### src/verilog/alloc_cfg_pkg.sv
package alloc_cfg_pkg;

   // buffer geometry
   localparam int NUM_PAGES  = 64;
   localparam int PAGE_W     = 6;   // page address bits

   localparam int USECNT_W   = 4;   // max use count 15
   localparam int TAG_W      = 5;   // requester tag

   // holds 0..NUM_PAGES inclusive
   localparam int FREE_CNT_W = 7;

endpackage

### src/verilog/alloc_types_pkg.sv
package alloc_types_pkg;

   // request opcodes
   typedef enum logic [1:0] {
      OP_ALLOC      = 2'd0,
      OP_FREE       = 2'd1,
      OP_FORCE_FREE = 2'd2,
      OP_SET_USECNT = 2'd3
   } alloc_op_e;

   typedef enum logic [1:0] {
      ST_OK        = 2'd0,
      ST_NOMEM     = 2'd1,   // no free page left
      ST_NOT_ALLOC = 2'd2    // page was not allocated
   } alloc_status_e;

   // use-count table commands
   typedef enum logic [1:0] {
      CNT_HOLD = 2'd0,
      CNT_LOAD = 2'd1,
      CNT_DEC  = 2'd2
   } cnt_op_e;

   typedef enum logic [1:0] {
      S_IDLE = 2'd0,
      S_EXEC = 2'd1,
      S_RESP = 2'd2
   } ctrl_state_e;

   typedef struct packed {
      alloc_op_e                           op;
      logic [alloc_cfg_pkg::TAG_W-1:0]     tag;
      logic [alloc_cfg_pkg::PAGE_W-1:0]    page;    // ignored by alloc
      logic [alloc_cfg_pkg::USECNT_W-1:0]  usecnt;  // alloc and set_usecnt only
   } alloc_req_t;

   typedef struct packed {
      alloc_status_e                       status;
      logic [alloc_cfg_pkg::TAG_W-1:0]     tag;
      logic [alloc_cfg_pkg::PAGE_W-1:0]    page;
      logic                                last_use;
   } alloc_rsp_t;

endpackage

### src/verilog/alloc_ctrl.sv
`timescale 1ns/1ns

module alloc_ctrl (
   input  logic                               clk,
   input  logic                               rst_n_i,
   // request channel
   input  logic                               req_valid_i,
   output logic                               req_ready_o,
   input  alloc_types_pkg::alloc_req_t        req_i,
   // response channel
   output logic                               rsp_valid_o,
   input  logic                               rsp_ready_i,
   output alloc_types_pkg::alloc_rsp_t        rsp_o,
   // page map
   input  logic                               page_busy_i,
   input  logic [alloc_cfg_pkg::PAGE_W-1:0]   first_free_i,
   input  logic                               empty_i,
   output logic [alloc_cfg_pkg::PAGE_W-1:0]   map_page_o,
   output logic                               take_o,
   output logic                               release_o,
   // use-count table
   input  logic                               last_i,
   output alloc_types_pkg::cnt_op_e           cnt_cmd_o,
   output logic [alloc_cfg_pkg::PAGE_W-1:0]   cnt_page_o,
   output logic [alloc_cfg_pkg::USECNT_W-1:0] cnt_val_o
);
   import alloc_types_pkg::*;

   ctrl_state_e state_q;
   ctrl_state_e state_d;
   alloc_req_t  req_q;     // request under execution
   alloc_rsp_t  rsp_q;
   alloc_rsp_t  rsp_d;
   logic        req_fire;
   logic        rsp_fire;

   assign req_ready_o = (state_q == S_IDLE);
   assign rsp_valid_o = (state_q == S_RESP);
   assign req_fire    = req_valid_i & req_ready_o;
   assign rsp_fire    = rsp_valid_o & rsp_ready_i;

   assign rsp_o      = rsp_q;
   assign map_page_o = req_q.page;

   // alloc works on the first free page, everything else on the request page
   assign cnt_page_o = (req_q.op == OP_ALLOC) ? first_free_i : req_q.page;

   always_comb begin
      state_d = state_q;
      case (state_q)
         S_IDLE: begin
            if (req_fire) begin
               state_d = S_EXEC;
            end
         end
         S_EXEC: begin
            state_d = S_RESP;   // single cycle of work
         end
         S_RESP: begin
            if (rsp_fire) begin
               state_d = S_IDLE;
            end
         end
         default: begin
            state_d = S_IDLE;
         end
      endcase
   end

   // update commands and response, only acted on in S_EXEC
   always_comb begin
      take_o         = 1'b0;
      release_o      = 1'b0;
      cnt_cmd_o      = CNT_HOLD;
      cnt_val_o      = req_q.usecnt;
      rsp_d.status   = ST_OK;
      rsp_d.tag      = req_q.tag;
      rsp_d.page     = req_q.page;
      rsp_d.last_use = 1'b0;

      if (state_q == S_EXEC) begin
         if (req_q.op == OP_ALLOC) begin
            if (empty_i) begin
               rsp_d.status = ST_NOMEM;
               rsp_d.page   = '0;
            end else begin
               take_o     = 1'b1;
               cnt_cmd_o  = CNT_LOAD;
               rsp_d.page = first_free_i;
            end
         end else if (!page_busy_i) begin
            rsp_d.status = ST_NOT_ALLOC;   // nothing is touched
         end else begin
            case (req_q.op)
               OP_FREE: begin
                  cnt_cmd_o      = CNT_DEC;
                  release_o      = last_i;
                  rsp_d.last_use = last_i;
               end
               OP_FORCE_FREE: begin
                  cnt_cmd_o      = CNT_LOAD;   // count back to zero
                  cnt_val_o      = '0;
                  release_o      = 1'b1;
                  rsp_d.last_use = 1'b1;
               end
               default: begin
                  cnt_cmd_o = CNT_LOAD;        // set_usecnt
               end
            endcase
         end
      end
   end

   always_ff @(posedge clk or negedge rst_n_i) begin
      if (!rst_n_i) begin
         state_q <= S_IDLE;
      end else begin
         state_q <= state_d;
      end
   end

   always_ff @(posedge clk) begin
      if (req_fire) begin
         req_q <= req_i;
      end
      if (state_q == S_EXEC) begin
         rsp_q <= rsp_d;   // held until the response transfers
      end
   end

endmodule

### src/verilog/page_allocator.sv
`timescale 1ns/1ns

module page_allocator (
   input  logic                                clk,
   input  logic                                rst_n_i,
   input  logic                                req_valid_i,
   output logic                                req_ready_o,
   input  alloc_types_pkg::alloc_req_t         req_i,
   output logic                                rsp_valid_o,
   input  logic                                rsp_ready_i,
   output alloc_types_pkg::alloc_rsp_t         rsp_o,
   output logic [alloc_cfg_pkg::FREE_CNT_W-1:0] free_cnt_o
);
   import alloc_cfg_pkg::*;
   import alloc_types_pkg::*;

   logic                page_busy;
   logic [PAGE_W-1:0]   first_free;
   logic                empty;
   logic [PAGE_W-1:0]   map_page;
   logic                take_pg;
   logic                release_pg;
   logic                last;
   cnt_op_e             cnt_cmd;
   logic [PAGE_W-1:0]   cnt_page;
   logic [USECNT_W-1:0] cnt_val;

   alloc_ctrl u_ctrl (
      .clk          (clk),
      .rst_n_i      (rst_n_i),
      .req_valid_i  (req_valid_i),
      .req_ready_o  (req_ready_o),
      .req_i        (req_i),
      .rsp_valid_o  (rsp_valid_o),
      .rsp_ready_i  (rsp_ready_i),
      .rsp_o        (rsp_o),
      .page_busy_i  (page_busy),
      .first_free_i (first_free),
      .empty_i      (empty),
      .map_page_o   (map_page),
      .take_o       (take_pg),
      .release_o    (release_pg),
      .last_i       (last),
      .cnt_cmd_o    (cnt_cmd),
      .cnt_page_o   (cnt_page),
      .cnt_val_o    (cnt_val)
   );

   page_free_map u_map (
      .clk          (clk),
      .rst_n_i      (rst_n_i),
      .take_i       (take_pg),
      .release_i    (release_pg),
      .page_i       (map_page),
      .page_busy_o  (page_busy),
      .first_free_o (first_free),
      .empty_o      (empty),
      .free_cnt_o   (free_cnt_o)
   );

   usecnt_table u_cnt (
      .clk     (clk),
      .rst_n_i (rst_n_i),
      .cmd_i   (cnt_cmd),
      .page_i  (cnt_page),
      .cnt_i   (cnt_val),
      .count_o (),
      .last_o  (last)
   );

endmodule

### src/verilog/page_free_map.sv
`timescale 1ns/1ns

module page_free_map (
   input  logic                                clk,
   input  logic                                rst_n_i,
   input  logic                                take_i,
   input  logic                                release_i,
   input  logic [alloc_cfg_pkg::PAGE_W-1:0]     page_i,
   output logic                                page_busy_o,
   output logic [alloc_cfg_pkg::PAGE_W-1:0]     first_free_o,
   output logic                                empty_o,
   output logic [alloc_cfg_pkg::FREE_CNT_W-1:0] free_cnt_o
);
   import alloc_cfg_pkg::*;

   logic [NUM_PAGES-1:0]  busy_q;      // one bit per page, 1 = allocated
   logic [PAGE_W-1:0]     first_free;
   logic [FREE_CNT_W-1:0] free_cnt_q;

   // lowest free page wins, scan from the top so the last hit is the lowest
   always_comb begin
      first_free = '0;
      for (int i = NUM_PAGES - 1; i >= 0; i--) begin
         if (!busy_q[i]) begin
            first_free = PAGE_W'(i);
         end
      end
   end

   assign page_busy_o  = busy_q[page_i];
   assign first_free_o = first_free;
   assign empty_o      = &busy_q;
   assign free_cnt_o   = free_cnt_q;

   always_ff @(posedge clk or negedge rst_n_i) begin
      if (!rst_n_i) begin
         busy_q <= '0;
      end else begin
         if (take_i) begin
            busy_q[first_free] <= 1'b1;
         end
         if (release_i) begin
            busy_q[page_i] <= 1'b0;   // never the page being taken
         end
      end
   end

   always_ff @(posedge clk or negedge rst_n_i) begin
      if (!rst_n_i) begin
         free_cnt_q <= FREE_CNT_W'(NUM_PAGES);
      end else begin
         if (take_i && !release_i) begin
            free_cnt_q <= free_cnt_q - 1'b1;
         end else if (release_i && !take_i) begin
            free_cnt_q <= free_cnt_q + 1'b1;
         end
      end
   end

endmodule

### src/verilog/usecnt_table.sv
`timescale 1ns/1ns

module usecnt_table (
   input  logic                               clk,
   input  logic                               rst_n_i,
   input  alloc_types_pkg::cnt_op_e           cmd_i,
   input  logic [alloc_cfg_pkg::PAGE_W-1:0]   page_i,
   input  logic [alloc_cfg_pkg::USECNT_W-1:0] cnt_i,
   output logic [alloc_cfg_pkg::USECNT_W-1:0] count_o,
   output logic                               last_o
);
   import alloc_cfg_pkg::*;
   import alloc_types_pkg::*;

   logic [USECNT_W-1:0] cnt_q [NUM_PAGES];

   // combinational read of the addressed entry
   assign count_o = cnt_q[page_i];

   // a free at 1 or 0 is the final user of the page
   assign last_o = (count_o <= USECNT_W'(1));

   always_ff @(posedge clk or negedge rst_n_i) begin
      if (!rst_n_i) begin
         for (int i = 0; i < NUM_PAGES; i++) begin
            cnt_q[i] <= '0;
         end
      end else begin
         case (cmd_i)
            CNT_LOAD: begin
               cnt_q[page_i] <= cnt_i;
            end
            CNT_DEC: begin
               if (count_o != '0) begin   // saturate at zero
                  cnt_q[page_i] <= count_o - 1'b1;
               end
            end
            default: begin
               // CNT_HOLD
            end
         endcase
      end
   end

endmodule
### config.mk
export PLATFORM = sky130hd
export DESIGN_NAME = page_allocator
export DESIGN_NICKNAME = d
export VERILOG_FILES = /design/src/verilog/alloc_cfg_pkg.sv /design/src/verilog/alloc_types_pkg.sv /design/src/verilog/alloc_ctrl.sv /design/src/verilog/page_allocator.sv /design/src/verilog/page_free_map.sv /design/src/verilog/usecnt_table.sv
export SDC_FILE = /design/constraint.sdc
export NUM_CORES = 1
export LEC_CHECK = 0
export BUFFER_PORTS_ARGS = -buffer_cell sky130_fd_sc_hd__buf_2
export CORE_MARGIN = 4
export CORE_UTILIZATION = 57
export DETAILED_ROUTE_END_ITERATION = 10
export PLACE_DENSITY = 0.75
export RECOVER_POWER = 50
export SYNTH_ARGS = -nofsm -noshare
export SYNTH_HDL_FRONTEND = slang
export SYNTH_SLANG_ARGS = --single-unit
### constraint.sdc
create_clock -name clk -period 5.6 [get_ports clk]
set_input_delay 1.12 -clock clk [delete_from_list [all_inputs] [get_ports clk]]
set_output_delay 1.12 -clock clk [all_outputs]
set_load 0.01 [all_outputs]
==> metrics.txt <==
Worst Setup Path Type flip-flop to flip-flop; Hold Path Sink u_ctrl.rsp_o[10]; num rows 66; PnR worst setup slack -0.238 ns; nets 2080; Die Y-Extent 190 microns; type of the tightest min-delay check flip-flop to flip-flop; share of Yosys cell area claimed by the top area cell type 43.3%; Num Clock Sinks 360; via count normalized by instance count slightly below 7; number of antenna-violating nets in the routed design 0; nature of the critical path endpoint flip-flop; leakage power 0.0110 uW; pin count of the biggest net entering global routing around 100; slowest stage delay, CP 0.45 ns; worst setup path start u_map.busy_q[62]; post-placement cell count 2419; Tcrit/Tclk final 104%; total of endpoints with negative setup slack in the final report 3; path depth of the worst reg2reg path 31; worst-margin pin slew approximately 2.7 ns; CTS Hold Buffers Added 0; sequential element share of the synthesized area between 40 and 50%; overall die width 190 microns; Yosys top cell by area sky130_fd_sc_hd__dfrtp_1; Crit-path slowest cell sky130_fd_sc_hd__a311o_1; max-slew violation count 181; post-synthesis sequential element count 360; Core Area 32700 sq um; async set-reset flop share out of synthesis ~90%; global-route wire length before repair around 100000 microns; synthesized netlist net count 1721; initial antenna violation count 0; clock insertion delay at the later pin of the skew report about 0.55 ns; biggest fanout along the worst timing path 13; worst flop-to-flop path endpoint u_map.free_cnt_o[6]; number of flops mapped to enable cells by yosys 31; count of non-filler cells in the finished layout 2523; overall power after layout 10200 uW; clock tree from TritonCTS yes; outcome complete, but fails checks; Max transition margin -82.1%; half-perimeter wire length of the detailed placement result 47600 microns; number of cells on the worst hold path 0; global-route usage over all layers between 30% and 40%; number of H-tree levels 2; number of buffers added on ports 43; critical register-to-register path startpoint u_map.busy_q[62]; number of filler instances in the final layout 2288; worst vdd ir 0.329 mV; clock period minus worst slack 5.84 ns; Area Overhead vs Synth 27.2%; Post-Route Utilization 73.7%; Worst EP arrival between 6 and 7 ns; start point of the worst hold path u_ctrl.req_q[13]; root buffer cell sky130_fd_sc_hd__clkbuf_16; placer's final routability congestion estimate 1.01; most area-consuming cells after synthesis sky130_fd_sc_hd__dfrtp_1 (43%), sky130_fd_sc_hd__mux2_2 (6.6%), sky130_fd_sc_hd__mux2_1 (5.3%); vias after detailed routing 17306; remaining routing DRC violations 0; Starting Density 58.0%; Antenna Cells 0; count of boundary I/O pins 44; initial drt markers 2077; area used by sequential logic in the layout 9170 sq um; RSZ-0062 raised after global routing yes; netlist area before placement 19000 sq um; Setup crit start kind flip-flop; timing-limited maximum frequency 171 MHz; Clock transition at path regs 0.06 ns; number of CTS-inserted buffers 41; most used flip-flop cell after synthesis sky130_fd_sc_hd__dfrtp_1; via count of the first global-routing pass between 15000 and 20000; number of optimization iterations in the first detailed-route pass 6; violations in the final reports max-capacitance violations, max-slew violations, negative setup slack; mean cell area of the mapped netlist 11.2 sq um; Reg2Reg Setup Slack -0.24 ns; Mapped Cells 1691; placement-stage worst setup slack -0.491 ns; Die ar. 36200 sq um; buffers from clock root to sink, at most 3; fraction of layout cells with a size suffix above 1 37.8%; count of unique library cells instantiated by Yosys 95; Final Hold Vio Count 0; yosys warns 0; pwr dens 422 nW/um^2; multi-input gate area in the final layout 9480 sq um; sum of routed wire length over all layers a little under 70000 microns; Hold WS 0.429 ns; Worst EP required 6.07 ns; number of max-cap violations 2; routed length per placed instance around 27 microns; total overflow reported by the global router 0; worst-case clock skew 0.0121 ns
[per-stage QoR]
| step | TNS [ns] | instance area, sq um |
|---|---|---|
| floorplan | 0 | 19000 |
| global placement | -0.812 | 22100 |
| detailed placement | -1.38 | 22100 |
| CTS | 0 | 23700 |
| global route | -2.01 | 24100 |
| finish | -0.283 | 24100 |
[power by group]
group	internal [uW]	total [uW]	switching [uW]
combinational	1600	3940	2340
clock	1650	2770	1120
sequential	3110	3470	363
[critical path: cells and delay by family (launching register included)]
family | cells | cell delay, ns
AO/OA/AOI/OAI | 12 | 2.50
XOR/XNOR | 2 | 0.37
adder cells (fa/ha/maj) | 2 | 0.41
buffers and inverters | 6 | 0.98
flip-flops | 1 | 0.39
AND/OR/NAND/NOR | 9 | 1.11
[how the worst max path moves through the flow]
| stage | end | depth (start not counted) | slack (ns) |
|---|---|---|---|
| CTS | u_map.free_cnt_o[6] | 33 | 0.002 |
| global placement | u_map.free_cnt_o[6] | 31 | -0.38 |
| global route | u_map.free_cnt_o[6] | 32 | -0.45 |
| finish | u_map.free_cnt_o[6] | 31 | -0.24 |
| floorplan | u_map.free_cnt_o[6] | 33 | 0.003 |
| detailed placement | u_map.free_cnt_o[6] | 31 | -0.49 |
[flip-flops by register name (all words and copies together) (netlist names)]
signal             cells
u_ctrl.req_q          11
u_map.free_cnt_o       7
u_ctrl.map_page_o      6
u_map.busy_q          64
u_ctrl.state_q         2
u_ctrl.rsp_o          14
u_cnt.cnt_q          256
[cell type report]
| class | count | share of cell area, % |
|---|---|---|
| sequential | 360 | 38.0 |
| clock inverter | 24 | 0.955 |
| tap | 442 | 2.29 |
| timing repair buffer | 437 | 14.1 |
| inverter | 34 | 0.550 |
| clock buffer | 50 | 4.78 |
| multi-input combinational | 1176 | 39.3 |
[placed cells by master (no fill, tap or decap), types with 15 or more instances in the layout]
cell and count:
sky130_fd_sc_hd__dfrtp_1 328, sky130_fd_sc_hd__mux2_2 111, sky130_fd_sc_hd__nor3_1 26, sky130_fd_sc_hd__a31oi_1 15, sky130_fd_sc_hd__nand3_1 39, sky130_fd_sc_hd__o22ai_1 20, sky130_fd_sc_hd__buf_4 368, sky130_fd_sc_hd__nand2_1 99
sky130_fd_sc_hd__a21oi_1 161, sky130_fd_sc_hd__inv_1 29, sky130_fd_sc_hd__mux2_1 90, sky130_fd_sc_hd__buf_12 16, sky130_fd_sc_hd__o21ai_0 38, sky130_fd_sc_hd__nand4_1 22, sky130_fd_sc_hd__clkbuf_16 44, sky130_fd_sc_hd__buf_2 40
sky130_fd_sc_hd__o211ai_1 23, sky130_fd_sc_hd__nor2_1 67, sky130_fd_sc_hd__edfxtp_1 31, sky130_fd_sc_hd__mux2i_1 30, sky130_fd_sc_hd__nor3_2 61, sky130_fd_sc_hd__o32a_1 65
[synthesized netlist by cell type (14+ instances only)]
cell	count
sky130_fd_sc_hd__o22ai_1	20
sky130_fd_sc_hd__o211ai_1	23
sky130_fd_sc_hd__nand4_1	22
sky130_fd_sc_hd__nor2_1	69
sky130_fd_sc_hd__a21oi_1	163
sky130_fd_sc_hd__buf_2	31
sky130_fd_sc_hd__nand3_1	39
sky130_fd_sc_hd__buf_6	14
sky130_fd_sc_hd__mux2_1	90
sky130_fd_sc_hd__dfrtp_1	328
sky130_fd_sc_hd__nand2_1	102
sky130_fd_sc_hd__clkbuf_1	62
sky130_fd_sc_hd__inv_1	29
sky130_fd_sc_hd__nor3_2	62
sky130_fd_sc_hd__mux2i_1	33
sky130_fd_sc_hd__nand2b_1	14
sky130_fd_sc_hd__a31oi_1	15
sky130_fd_sc_hd__nor3_1	29
sky130_fd_sc_hd__o21ai_0	44
sky130_fd_sc_hd__edfxtp_1	31
sky130_fd_sc_hd__mux2_2	111
sky130_fd_sc_hd__o32a_1	65
[metal layers]
layer  routed length, microns  GRT usage (%)
met3                     6780           7.31
met1                    26500           49.6
met2                    31300           58.5
met5                        0              0
met4                     4400           19.8
[logic make-up after synthesis]
| kind of cell | share of synthesized area, % |
|---|---|
| mux | 14.9 |
| fa+ha+maj | 0.594 |
| compound gates | 19.0 |
| simple gates | 12.8 |
| buf+inv | 3.89 |
| xor+xnor | 0.554 |
| flops | 48.3 |
[repair_timing]
action                                 in CTS  in global routing
pin swaps                                  18                 31
setup endpoints to repair                   4                  4
endpoints found under the hold margin       0                  0
gates cloned                                0                  1
resized for setup                          34                 53
buffers inserted                            7                 22
(Power assumes the default switching activity.)
